**src/ext_axi_pkg.sv**
```systemverilog
//************************************************
// AXI write channel definitions
// Widths and vector types of the master write side
//************************************************

package ext_axi_pkg;

   //************************************************
   // Channel widths
   //************************************************

   // Byte address
   localparam int unsigned AXI_ADDR_WIDTH = 32;
   // One 64-bit word per beat
   localparam int unsigned AXI_DATA_WIDTH = 64;
   localparam int unsigned AXI_STRB_WIDTH = AXI_DATA_WIDTH / 8;
   localparam int unsigned AXI_ID_WIDTH   = 4;

   //************************************************
   // Channel vectors
   //************************************************

   typedef logic [AXI_ADDR_WIDTH-1:0] axi_addr_t;
   typedef logic [AXI_DATA_WIDTH-1:0] axi_data_t;
   typedef logic [AXI_STRB_WIDTH-1:0] axi_strb_t;
   typedef logic [AXI_ID_WIDTH-1:0]   axi_id_t;

   // Burst length in beats minus one
   typedef logic [7:0]                axi_len_t;

endpackage

```
**src/ext_cmd_pkg.sv**
```systemverilog
//************************************************
// Write command definitions
// Command fields, transaction and stream ids
//************************************************

package ext_cmd_pkg;

   //************************************************
   // Field widths and sizes
   //************************************************

   // Address of a 64-bit word
   localparam int unsigned EXT_ADD_WIDTH   = 29;
   // Byte length, 2048 wraps to zero
   localparam int unsigned LEN_WIDTH       = 11;
   localparam int unsigned TID_WIDTH       = 4;
   localparam int unsigned SID_WIDTH       = 1;
   localparam int unsigned CMD_QUEUE_DEPTH = 2;
   // One id per value of the tid vector
   localparam int unsigned NUM_TID         = 16;

   //************************************************
   // Field vectors
   //************************************************

   typedef logic [EXT_ADD_WIDTH-1:0] ext_add_t;
   typedef logic [LEN_WIDTH-1:0]     cmd_len_t;
   typedef logic [TID_WIDTH-1:0]     tid_t;
   typedef logic [SID_WIDTH-1:0]     sid_t;

endpackage

```
**src/ext_cmd_queue.sv**
```systemverilog
//************************************************
// Write command queue
// Small FIFO holding host commands until issued
//************************************************
`timescale 1ns/1ps

module ext_cmd_queue (
   input  logic                  clk_i,
   input  logic                  arst_n_i,
   input  ext_cmd_pkg::ext_add_t push_add_i,
   input  ext_cmd_pkg::cmd_len_t push_len_i,
   input  ext_cmd_pkg::sid_t     push_sid_i,
   input  logic                  push_req_i,
   output logic                  push_gnt_o,
   output ext_cmd_pkg::ext_add_t pop_add_o,
   output ext_cmd_pkg::cmd_len_t pop_len_o,
   output ext_cmd_pkg::sid_t     pop_sid_o,
   output logic                  pop_valid_o,
   input  logic                  pop_i
);
   import ext_cmd_pkg::*;

   ext_add_t                             add_mem [CMD_QUEUE_DEPTH];
   cmd_len_t                             len_mem [CMD_QUEUE_DEPTH];
   sid_t                                 sid_mem [CMD_QUEUE_DEPTH];
   logic [$clog2(CMD_QUEUE_DEPTH)-1:0]   wr_ptr_q;
   logic [$clog2(CMD_QUEUE_DEPTH)-1:0]   rd_ptr_q;
   logic [$clog2(CMD_QUEUE_DEPTH+1)-1:0] count_q;
   logic                                 push;
   logic                                 pop;

   assign push_gnt_o  = (count_q != CMD_QUEUE_DEPTH);
   assign pop_valid_o = (count_q != '0);
   assign push        = push_req_i & push_gnt_o;
   assign pop         = pop_i & pop_valid_o;

   // Oldest entry sits at the read pointer
   assign pop_add_o = add_mem[rd_ptr_q];
   assign pop_len_o = len_mem[rd_ptr_q];
   assign pop_sid_o = sid_mem[rd_ptr_q];

   always_ff @(posedge clk_i) begin
      if (push) begin
         add_mem[wr_ptr_q] <= push_add_i;
         len_mem[wr_ptr_q] <= push_len_i;
         sid_mem[wr_ptr_q] <= push_sid_i;
      end
   end

   always_ff @(posedge clk_i or negedge arst_n_i) begin
      if (!arst_n_i) begin
         wr_ptr_q <= '0;
         rd_ptr_q <= '0;
         count_q  <= '0;
      end else begin
         if (push) begin
            wr_ptr_q <= (wr_ptr_q == CMD_QUEUE_DEPTH - 1) ? '0 : wr_ptr_q + 1'b1;
         end
         if (pop) begin
            rd_ptr_q <= (rd_ptr_q == CMD_QUEUE_DEPTH - 1) ? '0 : rd_ptr_q + 1'b1;
         end
         // Fill level only moves on a lone push or pop
         if (push && !pop) begin
            count_q <= count_q + 1'b1;
         end else if (pop && !push) begin
            count_q <= count_q - 1'b1;
         end
      end
   end

endmodule

```
**src/ext_tid_gen.sv**
```systemverilog
//************************************************
// Transaction id pool
// Hands out free ids, frees them on write response
//************************************************
`timescale 1ns/1ps

module ext_tid_gen (
   input  logic              clk_i,
   input  logic              arst_n_i,
   input  logic              alloc_i,
   output ext_cmd_pkg::tid_t tid_o,
   output logic              tid_valid_o,
   input  logic              release_i,
   input  ext_cmd_pkg::tid_t release_tid_i
);
   import ext_cmd_pkg::*;

   tid_t               tid_q;
   logic [NUM_TID-1:0] busy_q;
   logic [NUM_TID-1:0] busy_d;

   // Candidate id is usable only once its last burst has been answered
   assign tid_o       = tid_q;
   assign tid_valid_o = ~busy_q[tid_q];

   // Responses come back in any order, so each id has its own flag
   always_comb begin
      busy_d = busy_q;
      if (release_i) begin
         busy_d[release_tid_i] = 1'b0;
      end
      if (alloc_i) begin
         busy_d[tid_q] = 1'b1;
      end
   end

   always_ff @(posedge clk_i or negedge arst_n_i) begin
      if (!arst_n_i) begin
         tid_q  <= '0;
         busy_q <= '0;
      end else begin
         busy_q <= busy_d;
         // Pool size equals the id range, the counter wraps by itself
         if (alloc_i) begin
            tid_q <= tid_q + 1'b1;
         end
      end
   end

endmodule

```
**src/ext_sid_buf.sv**
```systemverilog
//************************************************
// Stream id table
// Remembers the stream of each open transaction
//************************************************
`timescale 1ns/1ps

module ext_sid_buf (
   input  logic              clk_i,
   input  logic              arst_n_i,
   input  logic              wr_i,
   input  ext_cmd_pkg::tid_t wr_tid_i,
   input  ext_cmd_pkg::sid_t wr_sid_i,
   input  logic              rd_i,
   input  ext_cmd_pkg::tid_t rd_tid_i,
   output logic              synch_req_o,
   output ext_cmd_pkg::sid_t synch_sid_o
);
   import ext_cmd_pkg::*;

   sid_t sid_tab [NUM_TID];

   // Entry written when the id is handed out
   always_ff @(posedge clk_i) begin
      if (wr_i) begin
         sid_tab[wr_tid_i] <= wr_sid_i;
      end
      if (rd_i) begin
         synch_sid_o <= sid_tab[rd_tid_i];
      end
   end

   // One-cycle pulse after each response
   always_ff @(posedge clk_i or negedge arst_n_i) begin
      if (!arst_n_i) begin
         synch_req_o <= 1'b0;
      end else begin
         synch_req_o <= rd_i;
      end
   end

endmodule

```
**src/ext_tx_fsm.sv**
```systemverilog
//************************************************
// Write burst FSM
// Issues AW for a command, then streams its beats
// through a one-entry W register
//************************************************
`timescale 1ns/1ps

module ext_tx_fsm (
   input  logic                   clk_i,
   input  logic                   arst_n_i,
   input  ext_cmd_pkg::ext_add_t  cmd_add_i,
   input  ext_cmd_pkg::cmd_len_t  cmd_len_i,
   input  logic                   cmd_valid_i,
   output logic                   cmd_pop_o,
   input  ext_cmd_pkg::tid_t      tid_i,
   input  logic                   tid_valid_i,
   output logic                   aw_valid_o,
   output ext_axi_pkg::axi_addr_t aw_addr_o,
   output ext_axi_pkg::axi_len_t  aw_len_o,
   output ext_axi_pkg::axi_id_t   aw_id_o,
   input  logic                   aw_ready_i,
   input  ext_axi_pkg::axi_data_t tx_data_dat_i,
   input  ext_axi_pkg::axi_strb_t tx_data_strb_i,
   output logic                   tx_data_req_o,
   input  logic                   tx_data_gnt_i,
   output logic                   w_valid_o,
   output ext_axi_pkg::axi_data_t w_data_o,
   output ext_axi_pkg::axi_strb_t w_strb_o,
   output logic                   w_last_o,
   input  logic                   w_ready_i
);
   import ext_axi_pkg::*;
   import ext_cmd_pkg::*;

   typedef enum logic [1:0] {IDLE, ADDR, DATA} state_t;

   state_t   state_q;
   axi_len_t beat_cnt_q;
   logic     req_done_q;
   logic     beat_take;
   logic     w_take;

   assign cmd_pop_o     = (state_q == IDLE) & cmd_valid_i & tid_valid_i;
   assign w_take        = w_valid_o & w_ready_i;
   // Fetch a beat when the W register is free or drains this cycle
   assign tx_data_req_o = (state_q == DATA) & ~req_done_q & (~w_valid_o | w_ready_i);
   assign beat_take     = tx_data_req_o & tx_data_gnt_i;

   //************************************************
   // Control
   //************************************************
   always_ff @(posedge clk_i or negedge arst_n_i) begin
      if (!arst_n_i) begin
         state_q    <= IDLE;
         aw_valid_o <= 1'b0;
         w_valid_o  <= 1'b0;
         beat_cnt_q <= '0;
         req_done_q <= 1'b0;
      end else begin
         case (state_q)
            IDLE: begin
               if (cmd_pop_o) begin
                  state_q    <= ADDR;
                  aw_valid_o <= 1'b1;
               end
            end
            ADDR: begin
               if (aw_ready_i) begin
                  state_q    <= DATA;
                  aw_valid_o <= 1'b0;
                  beat_cnt_q <= aw_len_o;
                  req_done_q <= 1'b0;
               end
            end
            DATA: begin
               // Burst ends with the last W handshake
               if (w_take && w_last_o) begin
                  state_q <= IDLE;
               end
            end
            default: state_q <= IDLE;
         endcase
         if (beat_take) begin
            w_valid_o <= 1'b1;
            if (beat_cnt_q == '0) begin
               req_done_q <= 1'b1;
            end else begin
               beat_cnt_q <= beat_cnt_q - 1'b1;
            end
         end else if (w_take) begin
            w_valid_o <= 1'b0;
         end
      end
   end

   //************************************************
   // AW and W payload
   //************************************************
   always_ff @(posedge clk_i) begin
      if (cmd_pop_o) begin
         aw_addr_o <= {cmd_add_i, 3'b000};
         // 8-byte beats, 2048 bytes wraps to 256 beats
         aw_len_o  <= cmd_len_i[LEN_WIDTH-1:3] - 8'd1;
         aw_id_o   <= tid_i;
      end
      if (beat_take) begin
         w_data_o <= tx_data_dat_i;
         w_strb_o <= tx_data_strb_i;
         w_last_o <= (beat_cnt_q == '0);
      end
   end

endmodule

```
**src/ext_tx_unit.sv**
```systemverilog
//************************************************
// External DMA write unit
// Queues write commands, issues AXI4 write bursts
// and signals completion per stream
//************************************************
`timescale 1ns/1ps

module ext_tx_unit (
   input  logic                   clk_i,
   input  logic                   arst_n_i,
   // Host commands
   input  ext_cmd_pkg::ext_add_t  ext_tx_add_i,
   input  ext_cmd_pkg::cmd_len_t  ext_tx_len_i,
   input  ext_cmd_pkg::sid_t      ext_tx_sid_i,
   input  logic                   ext_tx_req_i,
   output logic                   ext_tx_gnt_o,
   // Local write data
   input  ext_axi_pkg::axi_data_t tx_data_dat_i,
   input  ext_axi_pkg::axi_strb_t tx_data_strb_i,
   output logic                   tx_data_req_o,
   input  logic                   tx_data_gnt_i,
   // AXI write address
   output logic                   axi_master_aw_valid_o,
   output ext_axi_pkg::axi_addr_t axi_master_aw_addr_o,
   output ext_axi_pkg::axi_len_t  axi_master_aw_len_o,
   output ext_axi_pkg::axi_id_t   axi_master_aw_id_o,
   input  logic                   axi_master_aw_ready_i,
   // AXI write data
   output logic                   axi_master_w_valid_o,
   output ext_axi_pkg::axi_data_t axi_master_w_data_o,
   output ext_axi_pkg::axi_strb_t axi_master_w_strb_o,
   output logic                   axi_master_w_last_o,
   input  logic                   axi_master_w_ready_i,
   // AXI write response
   input  logic                   axi_master_b_valid_i,
   input  ext_axi_pkg::axi_id_t   axi_master_b_id_i,
   output logic                   axi_master_b_ready_o,
   // Completion
   output logic                   tx_synch_req_o,
   output ext_cmd_pkg::sid_t      tx_synch_sid_o
);
   import ext_cmd_pkg::*;

   ext_add_t cmd_add;
   cmd_len_t cmd_len;
   sid_t     cmd_sid;
   logic     cmd_valid;
   logic     cmd_pop;
   tid_t     tid;
   logic     tid_valid;
   logic     b_hs;

   // Responses are always accepted
   assign axi_master_b_ready_o = 1'b1;
   assign b_hs                 = axi_master_b_valid_i & axi_master_b_ready_o;

   ext_cmd_queue i_cmd_queue (
      .clk_i       (clk_i),
      .arst_n_i    (arst_n_i),
      .push_add_i  (ext_tx_add_i),
      .push_len_i  (ext_tx_len_i),
      .push_sid_i  (ext_tx_sid_i),
      .push_req_i  (ext_tx_req_i),
      .push_gnt_o  (ext_tx_gnt_o),
      .pop_add_o   (cmd_add),
      .pop_len_o   (cmd_len),
      .pop_sid_o   (cmd_sid),
      .pop_valid_o (cmd_valid),
      .pop_i       (cmd_pop)
   );

   // Id taken on pop, returned on B
   ext_tid_gen i_tid_gen (
      .clk_i         (clk_i),
      .arst_n_i      (arst_n_i),
      .alloc_i       (cmd_pop),
      .tid_o         (tid),
      .tid_valid_o   (tid_valid),
      .release_i     (b_hs),
      .release_tid_i (tid_t'(axi_master_b_id_i))
   );

   ext_sid_buf i_sid_buf (
      .clk_i       (clk_i),
      .arst_n_i    (arst_n_i),
      .wr_i        (cmd_pop),
      .wr_tid_i    (tid),
      .wr_sid_i    (cmd_sid),
      .rd_i        (b_hs),
      .rd_tid_i    (tid_t'(axi_master_b_id_i)),
      .synch_req_o (tx_synch_req_o),
      .synch_sid_o (tx_synch_sid_o)
   );

   ext_tx_fsm i_tx_fsm (
      .clk_i          (clk_i),
      .arst_n_i       (arst_n_i),
      .cmd_add_i      (cmd_add),
      .cmd_len_i      (cmd_len),
      .cmd_valid_i    (cmd_valid),
      .cmd_pop_o      (cmd_pop),
      .tid_i          (tid),
      .tid_valid_i    (tid_valid),
      .aw_valid_o     (axi_master_aw_valid_o),
      .aw_addr_o      (axi_master_aw_addr_o),
      .aw_len_o       (axi_master_aw_len_o),
      .aw_id_o        (axi_master_aw_id_o),
      .aw_ready_i     (axi_master_aw_ready_i),
      .tx_data_dat_i  (tx_data_dat_i),
      .tx_data_strb_i (tx_data_strb_i),
      .tx_data_req_o  (tx_data_req_o),
      .tx_data_gnt_i  (tx_data_gnt_i),
      .w_valid_o      (axi_master_w_valid_o),
      .w_data_o       (axi_master_w_data_o),
      .w_strb_o       (axi_master_w_strb_o),
      .w_last_o       (axi_master_w_last_o),
      .w_ready_i      (axi_master_w_ready_i)
   );

endmodule

```
**config.mk**
```make
export PLATFORM = sky130hd
export DESIGN_NAME = ext_tx_unit
export DESIGN_NICKNAME = d
export VERILOG_FILES = /design/src/ext_axi_pkg.sv /design/src/ext_cmd_pkg.sv /design/src/ext_cmd_queue.sv /design/src/ext_tid_gen.sv /design/src/ext_sid_buf.sv /design/src/ext_tx_fsm.sv /design/src/ext_tx_unit.sv
export SDC_FILE = /design/constraint.sdc
export NUM_CORES = 1
export LEC_CHECK = 0
export ABC_CLOCK_PERIOD_IN_PS = 3500
export BUFFER_PORTS_ARGS = -buffer_cell sky130_fd_sc_hd__buf_2
export CAP_MARGIN = 10
export CELL_PAD_IN_SITES_DETAIL_PLACEMENT = 0
export CELL_PAD_IN_SITES_GLOBAL_PLACEMENT = 1
export CORE_MARGIN = 2
export CORE_UTILIZATION = 43
export DETAILED_ROUTE_END_ITERATION = 10
export HOLD_SLACK_MARGIN = 0.1
export PLACE_DENSITY_LB_ADDON = 0.1
export SYNTH_ARGS = -nofsm -noshare
export SYNTH_HDL_FRONTEND = slang
export SYNTH_SLANG_ARGS = --single-unit
export TNS_END_PERCENT = 10
```
**constraint.sdc**
```tcl
create_clock -name clk_i -period 3.5 [get_ports clk_i]
set_input_delay 0.7 -clock clk_i [delete_from_list [all_inputs] [get_ports clk_i]]
set_output_delay 0.7 -clock clk_i [all_outputs]
set_load 0.01 [all_outputs]
```
==> impl_results.md, run 1 <==
* Outcome: complete, no violations
* Total routing usage reported by global routing at 16.7%
* Vias at 5177
* Starting DRT DRC Count at 333
* Most common cell in the netlist: edfxtp_1
* DRC Markers at 0
* Core Region at 20800 um2
* Final setup vio count at 0
* Drt pass-1 iters at 4
* CP Cell Sequence: mux4_2, a2111oi_4, and2b_2, inv_1, ha_1, nor2_1, xor2_1
* DR vias/cell at 4.94
* RSZ-0062 raised after global routing: no
* Post-Syn Area at 9040 um2
* Clock sink count at 245
* Worst hold-check path type: input port to asynchronous set/reset pin
* Die height at 149 um
* Tot Pwr at 0.00968 W
* Ports at 248
* Synth top area cells: edfxtp_1, dfrtp_1, mux2_2
* Routed len/inst at 18.1 um
* CTS buffer count at 26
* Synth cell count leaders: edfxtp_1, o21ai_0, dfrtp_1
* Routed wire length at 19000 um
* Clock tree buffer depth at 3
* Row cnt at 53
* Crit Path Class: register to register
* Largest net degree at the start of global routing at 68
* Mean Syn Cell Area at 18.1 um2
* Slew HR at 35.6%
* Mapped Cells at 498
* Fin Setup TNS at 0 ns
* DIE WIDTH at 149 um
* Max incr delay on CP at 0.59 ns
* Sequential share of the synthesized area at 79.3%
* Power density cells at 850 nW/um2
* Synth Register Bits at 245
* CP max stage cell: mux4_2
* Final HPWL DP at 13000 um
* Buffers on Ports at 240
* Total gr overflow at 0
* Critical Path AT at 3.21 ns
* Synth cell types at 44
* Tcrit/Tclk final at 79.2%
* Initial antenna violation count at 2
* CP startpoint kind: register
* CTS tree: yes
* CP Data Required Time at 3.93 ns
* Fraction of layout cells with a size suffix above 1 at 43.9%
* Minimum clock period at 2.77 ns
* ANT nets after route at 0
* Max_cap viols at 0
* Post-CTS sizing at 0
* First-pass GRT wire length at 28600 um
* Root buf cell: clkbuf_16
* Vias in the first global route at 5197
* Clk Latency, worst-skew pair at 0.52 ns
* Setup Buffers After CTS at 0
* Worst r2r path cells at 7
* Worst Max-Slew Pin Slew at 0.967 ns
* Area leader, netlist: edfxtp_1
* Fmax at 361 MHz
* Top-area cell type share of the netlist area at 68.8%
* Number of synthesized flops with an enable pin at 207
* CTS Hold Buffers Added at 0
* Crit Path Max Fanout at 9
* Die area at 22200 um2
* Initial Util at 43.4%
* CP Capture Type: register
* Async SR Flop Fraction at 15.5%
* Synth Flop Type: edfxtp_1
* Worst Skew at 0.0126 ns
* Max H-tree Level at 1
* Leak pwr at 4.42 nW
* Clk pin slew, worst setup/hold paths at 0.06 ns
* Global placement routability congestion at 0.790
* Peak supply drop at 503 uV
* NumNets Final at 885
* Yosys warning count at 0
* Fin. Hold Viols at 0
* Slew Viols, Final at 0
* Area grow syn2layout at 26.0%
==> where the power goes <==
| group | switching, W | total [W] | internal (W) |
|---|---|---|---|
| clock network | 0.00106 | 0.00264 | 0.00158 |
| registers | 0.000399 | 0.00462 | 0.00423 |
| logic | 0.00143 | 0.00242 | 0.000990 |
| total | 0.00289 | 0.00968 | 0.00679 |
==> flip-flops by register name (all words and copies together) (netlist names), 2 cells and up <==
name and count:
i_tid_gen.busy_q 16, i_tx_fsm.state_q 2, i_tid_gen.tid_o 4, i_cmd_queue.count_q 2, i_tx_fsm.w_data_o 64, i_sid_buf.sid_tab 16, i_tx_fsm.aw_len_o 8, i_tx_fsm.aw_addr_o 29
i_cmd_queue.len_mem 16, i_tx_fsm.aw_id_o 4, i_cmd_queue.sid_mem 2, i_tx_fsm.beat_cnt_q 8, i_cmd_queue.add_mem 58, i_tx_fsm.w_strb_o 8
==> cells by family after synthesis <==
| group | after synthesis | synth area share [%] |
|---|---|---|
| AND/OR/NAND/NOR | 81 | 4.49 |
| other | 2 | 0.0831 |
| XOR/XNOR | 13 | 1.26 |
| adder cells (fa/ha/maj) | 8 | 1.11 |
| AO/OA/AOI/OAI | 64 | 4.50 |
| flip-flops | 245 | 79.3 |
| multiplexers | 51 | 7.49 |
| buffers and inverters | 34 | 1.79 |
==> critical path: cells and delay by family, from the launching register on <==
kind | cells | cell delay [ns]
compound gates | 1 | 0.50
mux | 1 | 0.59
xor+xnor | 1 | 0.16
flops | 1 | 0.55
fa+ha+maj | 1 | 0.33
simple gates | 2 | 0.49
buf+inv | 1 | 0.07
==> worst paths after layout <==
check | from | to | slack, ns
min in group clk_i | tx_data_dat_i[55] | i_tx_fsm.w_data_o[55] | 0.35
worst min register to register | i_tx_fsm.req_done_q | i_tx_fsm.req_done_q | 0.48
worst min-delay path | arst_n_i | i_sid_buf.synch_req_o | 0.31
worst max-delay path | i_tid_gen.tid_o[0] | i_cmd_queue.count_q[1] | 0.73
worst max register to register | i_tid_gen.tid_o[0] | i_cmd_queue.count_q[1] | 0.73
max in group asynchronous | arst_n_i | i_cmd_queue.rd_ptr_q | 2.56
==> cells in the final DEF (no fill, tap or decap), types with 9 or more instances in the layout <==
master,Yosys,routed
nand2_1,14,14
clkbuf_16,0,26
xnor2_1,9,9
edfxtp_1,207,207
dfrtp_1,38,37
buf_2,3,240
o21ai_0,42,42
mux2_2,33,33
nor3_1,10,10
nor2_1,24,23
inv_1,15,14
==> cell type report <==
cell class,instances,area (um2)
Antenna cell,1,2.50
Clock buffer,35,714
Clock inverter,13,120
Fill cell,1747,9430
Inverter,15,56.3
Multi-Input combinational cell,221,1730
Sequential cell,245,7170
Tap cell,275,344
Timing Repair Buffer,244,1260
==> metal layers <==
| metal | track usage (%) | vias to the layer above | routed length, um |
|---|---|---|---|
| li1 | - | 2410 | - |
| met1 | 20.7 | 2554 | 7280 |
| met2 | 29.0 | 193 | 9800 |
| met3 | 5.05 | 20 | 1650 |
| met4 | 3.81 | 0 | 273 |
| met5 | 0 | - | 0 |
==> metrics by stage <==
step | util (%) | hold slack (ns) | instances | setup slack, ns | area (um2)
after floorplan | - | 0.404 | 500 | 0.0282 | 9050
after global placement | 50.7 | 0.469 | 1000 | 0.753 | 10600
after detailed placement | 50.7 | 0.478 | 1000 | 0.752 | 10600
after CTS | 54.7 | 0.323 | 1048 | 0.714 | 11400
after global routing | 54.7 | 0.322 | 1048 | 0.531 | 11400
final | 54.7 | 0.308 | 1049 | 0.727 | 11400
Power figures use the tool's default switching activity.
==> inputs of run 2 (changes only) <==
--- a/config.mk
+++ b/config.mk
@@ -5,13 +5,14 @@
 export SDC_FILE = /design/constraint.sdc
 export NUM_CORES = 1
 export LEC_CHECK = 0
-export ABC_CLOCK_PERIOD_IN_PS = 3500
+export ABC_AREA = 1
+export ABC_CLOCK_PERIOD_IN_PS = 2800
 export BUFFER_PORTS_ARGS = -buffer_cell sky130_fd_sc_hd__buf_2
 export CAP_MARGIN = 10
 export CELL_PAD_IN_SITES_DETAIL_PLACEMENT = 0
 export CELL_PAD_IN_SITES_GLOBAL_PLACEMENT = 1
 export CORE_MARGIN = 2
-export CORE_UTILIZATION = 43
+export CORE_UTILIZATION = 42
 export DETAILED_ROUTE_END_ITERATION = 10
 export HOLD_SLACK_MARGIN = 0.1
 export PLACE_DENSITY_LB_ADDON = 0.1
==> constraint.sdc (replaced) <==
create_clock -name clk_i -period 2.8 [get_ports clk_i]
set_input_delay 0.56 -clock clk_i [delete_from_list [all_inputs] [get_ports clk_i]]
set_output_delay 0.56 -clock clk_i [all_outputs]
set_load 0.01 [all_outputs]
==> impl_results.md, run 2 <==
* Post-Syn Area at 9330 um2
* R2R Path End: i_tx_fsm.aw_len_o[6]
* Slew Viols, Final at 0
* ANT nets after route at 0
* Final HPWL DP at 14400 um
* DIE WIDTH at 153 um
* Async SR Flop Fraction at 15.5%
* Hold Slack at 0.152 ns
* DR vias/cell at 4.74
* Biggest regs: i_tx_fsm.w_data_o: 64 flops, i_cmd_queue.add_mem: 58 flops, i_tx_fsm.aw_addr_o: 29 flops
* Initial Util at 42.7%
* DRC Markers at 0
* Design area at 11700 um2
* Max H-tree Level at 1
* Power density cells at 1070 nW/um2
* Synth top area cells: edfxtp_1, dfrtp_1, nand2_1
* Total gr overflow at 0
* NumNets Final at 1066
* Buffers on Ports at 240
* Die area at 23400 um2
* Core Region at 21800 um2
* Routed len/inst at 16.5 um
* Yosys warning count at 0
* Number of synthesized flops with an enable pin at 207
* Clock tree buffer depth at 3
* Routed wire length at 20400 um
* First-pass GRT wire length at 32400 um
* Fin. Hold Viols at 0
* Most frequent cells in the layout: buf_2, edfxtp_1, nand2_1
* Fmax at 479 MHz
* CTS buffer count at 27
* Sequential Area at 7170 um2
* Global placement routability congestion at 0.844
* Reg2reg start: i_cmd_queue.rd_ptr_q
* Peak supply drop at 699 uV
* Minimum clock period at 2.09 ns
* Post-DP Area at 10900 um2
* Ports at 248
* Area grow syn2layout at 25.5%
* Final setup vio count at 0
* Vias at 5851
* Critical Path AT at 2.37 ns
* Worst Max-Slew Pin Slew at 0.913 ns
* Worst r2r path cells at 8
* Clock sink count at 245
* Synth Register Bits at 245
* Final Core Density at 53.7%
* Mapped Cells at 674
* Largest net degree at the start of global routing at 68
* Crit Path Max Fanout at 34
* Starting DRT DRC Count at 243
* Slew HR at 39.1%
* Fin Setup TNS at 0 ns
* Most common cell in the netlist: edfxtp_1
* Mean Syn Cell Area at 13.8 um2
* CTS tree: yes
* Drt pass-1 iters at 7
* Max reg flops at 64
* Max_cap viols at 0
* Commonest non-fill, non-tap cell in the layout: buf_2
* Vias in the first global route at 6094
* CTS Hold Buffers Added at 0
* CP startpoint kind: register
* Die height at 153 um
* CP Data Required Time at 3.08 ns
* RSZ-0062 raised after global routing: no
* Synth Flop Type: edfxtp_1
* Worst Skew at 0.0105 ns
* Total routing usage reported by global routing at 17.3%
* CP Capture Type: register
* Root buf cell: clkbuf_16
* Outcome: complete, no violations
* Initial antenna violation count at 7
* Synth cell count leaders: edfxtp_1, nand2_1, inv_1
* Leak pwr at 4.90 nW
* Area leader, netlist: edfxtp_1
* Top-area cell type share of the netlist area at 66.6%
* Worst hold-check path type: input port to asynchronous set/reset pin
* Clk Latency, worst-skew pair at 0.54 ns
* Clk pin slew, worst setup/hold paths at 0.06 ns
* Tcrit/Tclk final at 74.5%
* Crit Path Class: register to register
* R2r setup slk at 0.71 ns
* Setup Buffers After CTS at 0
* Layout fillers at 1859
* Multi-input logic area at 1840 um2
* Post-CTS sizing at 0
* Top register by number of flip-flops: i_tx_fsm.w_data_o
* Row cnt at 54
* Tot Pwr at 0.0125 W
* Synth cell types at 36
* Sequential share of the synthesized area at 76.8%
* Fraction of layout cells with a size suffix above 1 at 34.4%
run 2: cell types whose count changed in the layout (fill, tap and decap cells not counted), sizes merged, moves of 7 or more:
cell	previous run	this run
xor2	4	11
nor2	24	39
inv	15	53
mux2	34	0
nand2	14	200
mux4	9	0
a22oi	0	8
run 2: how the worst max path moves through the flow:
stage | startpoint | end | slack [ns] | depth (start not counted)
after floorplan | ext_tx_req_i | i_cmd_queue.add_mem[1][0] | 0.09 | 2
after global placement | i_cmd_queue.rd_ptr_q | i_tx_fsm.aw_len_o[6] | 0.72 | 8
after detailed placement | i_cmd_queue.rd_ptr_q | i_tx_fsm.aw_len_o[6] | 0.68 | 8
after CTS | i_cmd_queue.rd_ptr_q | i_tx_fsm.aw_len_o[6] | 0.68 | 8
after global routing | i_tid_gen.tid_o[0] | i_tx_fsm.aw_addr_o[30] | 0.51 | 10
final | i_cmd_queue.rd_ptr_q | i_tx_fsm.aw_len_o[6] | 0.71 | 8
run 2: per-layer routing:
metal  part of all wire, %  GRT usage [%]
met1                    39           20.5
met4                   2.2           4.81
met5                  0.12              0
met3                   8.9           6.24
met2                    50           29.9
run 2: worst max-delay path, cell delays in order, from the launching register on:
cell     delay, ns
dfrtp_1       0.60
inv_2         0.06
buf_4         0.27
o21ai_2       0.23
ha_1          0.16
inv_1         0.05
nor2_1        0.18
nand3_1       0.12
xor2_1        0.16
run 2: logic make-up (layout without fill, tap and decap cells):
family	after synthesis	after routing	synth area share (%)
AO/OA/AOI/OAI	62	62	4.59
AND/OR/NAND/NOR	264	264	11.7
buffers and inverters	72	346	3.65
other	2	9	0.0805
multiplexers	5	5	0.537
XOR/XNOR	16	16	1.50
adder cells (fa/ha/maj)	8	8	1.07
flip-flops	245	245	76.8
run 2: cell type report:
cell class	instances	area share, %
Antenna cell	5	0.107
Tap cell	280	2.99
Timing Repair Buffer	248	11.0
Clock inverter	14	1.34
Multi-Input combinational cell	359	15.7
Inverter	53	1.73
Clock buffer	31	5.90
Sequential cell	245	61.2
run 2: per-stage QoR:
stage | worst slack (ns) | std cells
5_1_grt | 0.511 | 1233
4_1_cts | 0.680 | 1230
6_report | 0.714 | 1235
2_1_floorplan | 0.0928 | 676
3_5_place_dp | 0.675 | 1185
3_3_place_gp | 0.715 | 1185
run 2: power breakdown:
group | switching (W) | internal, W
combinational | 0.00230 | 0.00111
sequential | 0.000410 | 0.00527
clock | 0.00136 | 0.00203
total | 0.00407 | 0.00841
==> inputs of run 3 (changes only) <==
--- a/config.mk
+++ b/config.mk
@@ -5,14 +5,14 @@
 export SDC_FILE = /design/constraint.sdc
 export NUM_CORES = 1
 export LEC_CHECK = 0
-export ABC_AREA = 1
-export ABC_CLOCK_PERIOD_IN_PS = 2800
+export ABC_AREA = 0
+export ABC_CLOCK_PERIOD_IN_PS = 2000
 export BUFFER_PORTS_ARGS = -buffer_cell sky130_fd_sc_hd__buf_2
 export CAP_MARGIN = 10
 export CELL_PAD_IN_SITES_DETAIL_PLACEMENT = 0
 export CELL_PAD_IN_SITES_GLOBAL_PLACEMENT = 1
 export CORE_MARGIN = 2
-export CORE_UTILIZATION = 42
+export CORE_UTILIZATION = 43
 export DETAILED_ROUTE_END_ITERATION = 10
 export HOLD_SLACK_MARGIN = 0.1
 export PLACE_DENSITY_LB_ADDON = 0.1
==> constraint.sdc (replaced) <==
create_clock -name clk_i -period 2 [get_ports clk_i]
set_input_delay 0.4 -clock clk_i [delete_from_list [all_inputs] [get_ports clk_i]]
set_output_delay 0.4 -clock clk_i [all_outputs]
set_load 0.01 [all_outputs]
==> impl_results.md, run 3 (same netlist as run 1, synthesis figures left out) <==
* Die height at 149 um
* DRC Markers at 0
* R2r setup slk at -0.19 ns
* Routed wire length at 20400 um
* Total gr overflow at 0
* Core Region at 20800 um2
* Worst r2r path cells at 6
* Fin cells at 1209
* Power density cells at 1410 nW/um2
* Final setup vio count at 49
* Final HPWL DP at 13000 um
* Biggest regs: i_tx_fsm.w_data_o: 64 flops, i_cmd_queue.add_mem: 58 flops, i_tx_fsm.aw_addr_o: 29 flops
* Combinational share of power at 31.9%
* CP endpoint: i_tx_fsm.aw_addr_o[25]
* Largest net degree at the start of global routing at 74
* Commonest non-fill, non-tap cell in the layout: buf_2
* DIE WIDTH at 149 um
* First-pass GRT wire length at 31300 um
* Met1 WL at 7780 um
* Fin. Hold Viols at 0
* CP Capture Type: register
* Clock tree buffer depth at 3
* Ports at 248
* Max reg flops at 64
* CP max stage cell: mux4_2
* Most used cell, CP: buf_12
* Share of power burned in registers at 43.2%
* Dpl cells at 1041
* Buffers on Ports at 240
* Global placement routability congestion at 0.780
* DR vias/cell at 4.88
* Worst Skew at 0.0139 ns
* Area grow syn2layout at 45.0%
* Clk Latency, worst-skew pair at 0.53 ns
* Critical Path Start: i_tid_gen.tid_o[0]
* Max_cap viols at 0
* Top register by number of flip-flops: i_tx_fsm.w_data_o
* Slew HR at 62.0%
* Minimum clock period at 2.19 ns
* Max incr delay on CP at 0.54 ns
* Critical path depth at 6
* Initial antenna violation count at 0
* Clock power frac at 24.9%
* CTS buffer count at 26
* Row cnt at 53
* Crit Path Class: register to register
* Vias in the first global route at 6278
* CP Data Required Time at 2.23 ns
* Worst hold-check path type: input port to register
* Reg2reg start: i_tid_gen.tid_o[0]
* Layout fillers at 1581
* Max H-tree Level at 1
* Fmax at 456 MHz
* Slew Viols, Final at 0
* Clock sink count at 245
* Switching share of total power at 29.8%
* Met2 WL at 10700 um
* Clk pin slew, worst setup/hold paths at 0.06 ns
* Die area at 22200 um2
* Critical Path AT at 2.43 ns
* Met3 wire length at 1130 um
* ANT nets after route at 0
* Crit path buffers/inverters at 3
* Drt pass-1 iters at 4
* Tot Pwr at 0.0185 W
* Outcome: finished, violations left
* Root buf cell: clkbuf_16
* Top routing layer used: met4
* Leak pwr at 5.20 nW
* Tcrit/Tclk final at 110%
* CP startpoint kind: register
* CP Cell Sequence: mux4_2, a2111oi_4, and2b_4, buf_12, buf_6, buf_12
* Peak supply drop at 796 uV
* Psw at 0.00552 W
* NumNets Final at 1045
* Final worst slack at -0.194 ns
* Crit Path Max Fanout at 21
* Crit-path leading delay family: multiplexers
* Failing checks: negative setup slack
* Total routing usage reported by global routing at 18.0%
* Routed len/inst at 16.8 um
* Most frequent cells in the layout: buf_2, edfxtp_1, dlygate4sd3_1
* Starting DRT DRC Count at 321
* Pint at 0.0130 W
* CTS tree: yes
* Fraction of layout cells with a size suffix above 1 at 44.2%
* Vias at 5902
* Initial Util at 43.4%
* RSZ-0062 raised after global routing: yes
* Worst Max-Slew Pin Slew at 0.564 ns
* R2R Path End: i_tx_fsm.aw_addr_o[25]
-- run 3: changes by cell type in the layout (fill, tap and decap cells not counted), moves of 13 or more --
cell / change
mux2_2: +33
buf_4: +33
inv_1: -35
o21ai_2: -20
nor2_1: -17
nand2_1: -188
dlygate4sd3_1: +112
o21ai_0: +13
-- run 3: per-layer routing --
metal / vias up / track usage, %
li1: 2731 / -
met3: 56 / 3.73
met5: - / 0
met1: 2914 / 20.7
met4: 0 / 7.81
met2: 201 / 32.6
-- run 3: what timing repair did --
action,in CTS,in global routing
pin swaps,0,2
resized for setup,16,30
gates cloned,0,3
endpoints found under the setup margin,77,145
hold buffers,112,0
endpoints found under the hold margin,171,0
setup buffers,1,3
-- run 3: worst min-delay path, delay by kind of cell --
kind | cells | cell delay, ns
buffers and inverters | 1 | 0.09
and+or+nand+nor | 2 | 0.17
-- run 3: final cells by class --
class	instances	area (um2)	area share (%)
multi-input combinational	221	1840	14.0
antenna	1	2.50	0.0191
inverter	15	62.6	0.477
sequential	245	7170	54.7
timing repair buffer	404	2860	21.8
clock buffer	37	712	5.43
tap	275	344	2.63
clock inverter	11	114	0.869
-- run 3: per-stage QoR --
step | cell area (um2) | TNS (ns) | hold slack, ns | utilization [%] | worst slack (ns)
final | 13100 | -6.28 | 0.172 | 62.9 | -0.194
after global routing | 13100 | -10.88 | 0.166 | 62.9 | -0.290
after CTS | 12900 | -5.88 | 0.143 | 62.1 | -0.212
after detailed placement | 10900 | -10.53 | 0.417 | 52.4 | -0.217
after global placement | 10900 | -10.25 | 0.411 | 52.4 | -0.211
after floorplan | 9090 | -31.14 | 0.104 | - | -0.512
-- run 3: worst min-delay path by stage --
stage / from / endpoint / slack (ns) / cells after the start
after global routing: axi_master_w_ready_i / i_tx_fsm.w_valid_o / 0.17 / 3
after global placement: arst_n_i / i_tid_gen.busy_q[4] / 0.41 / 1
after CTS: axi_master_w_ready_i / i_tx_fsm.w_valid_o / 0.14 / 3
after floorplan: arst_n_i / i_cmd_queue.count_q[0] / 0.10 / 0
final: axi_master_w_ready_i / i_tx_fsm.w_valid_o / 0.17 / 3
after detailed placement: arst_n_i / i_tid_gen.busy_q[6] / 0.42 / 1
-- run 3: power by group through the flow --
stage | Combinational (W) | Clock (W) | Sequential, W
floorplan | 0.00261 | 0 | 0.00828
global placement | 0.00489 | 0 | 0.00805
detailed placement | 0.00497 | 0 | 0.00808
CTS | 0.00537 | 0.00474 | 0.00801
global route | 0.00643 | 0.00493 | 0.00816
finish | 0.00592 | 0.00462 | 0.00800
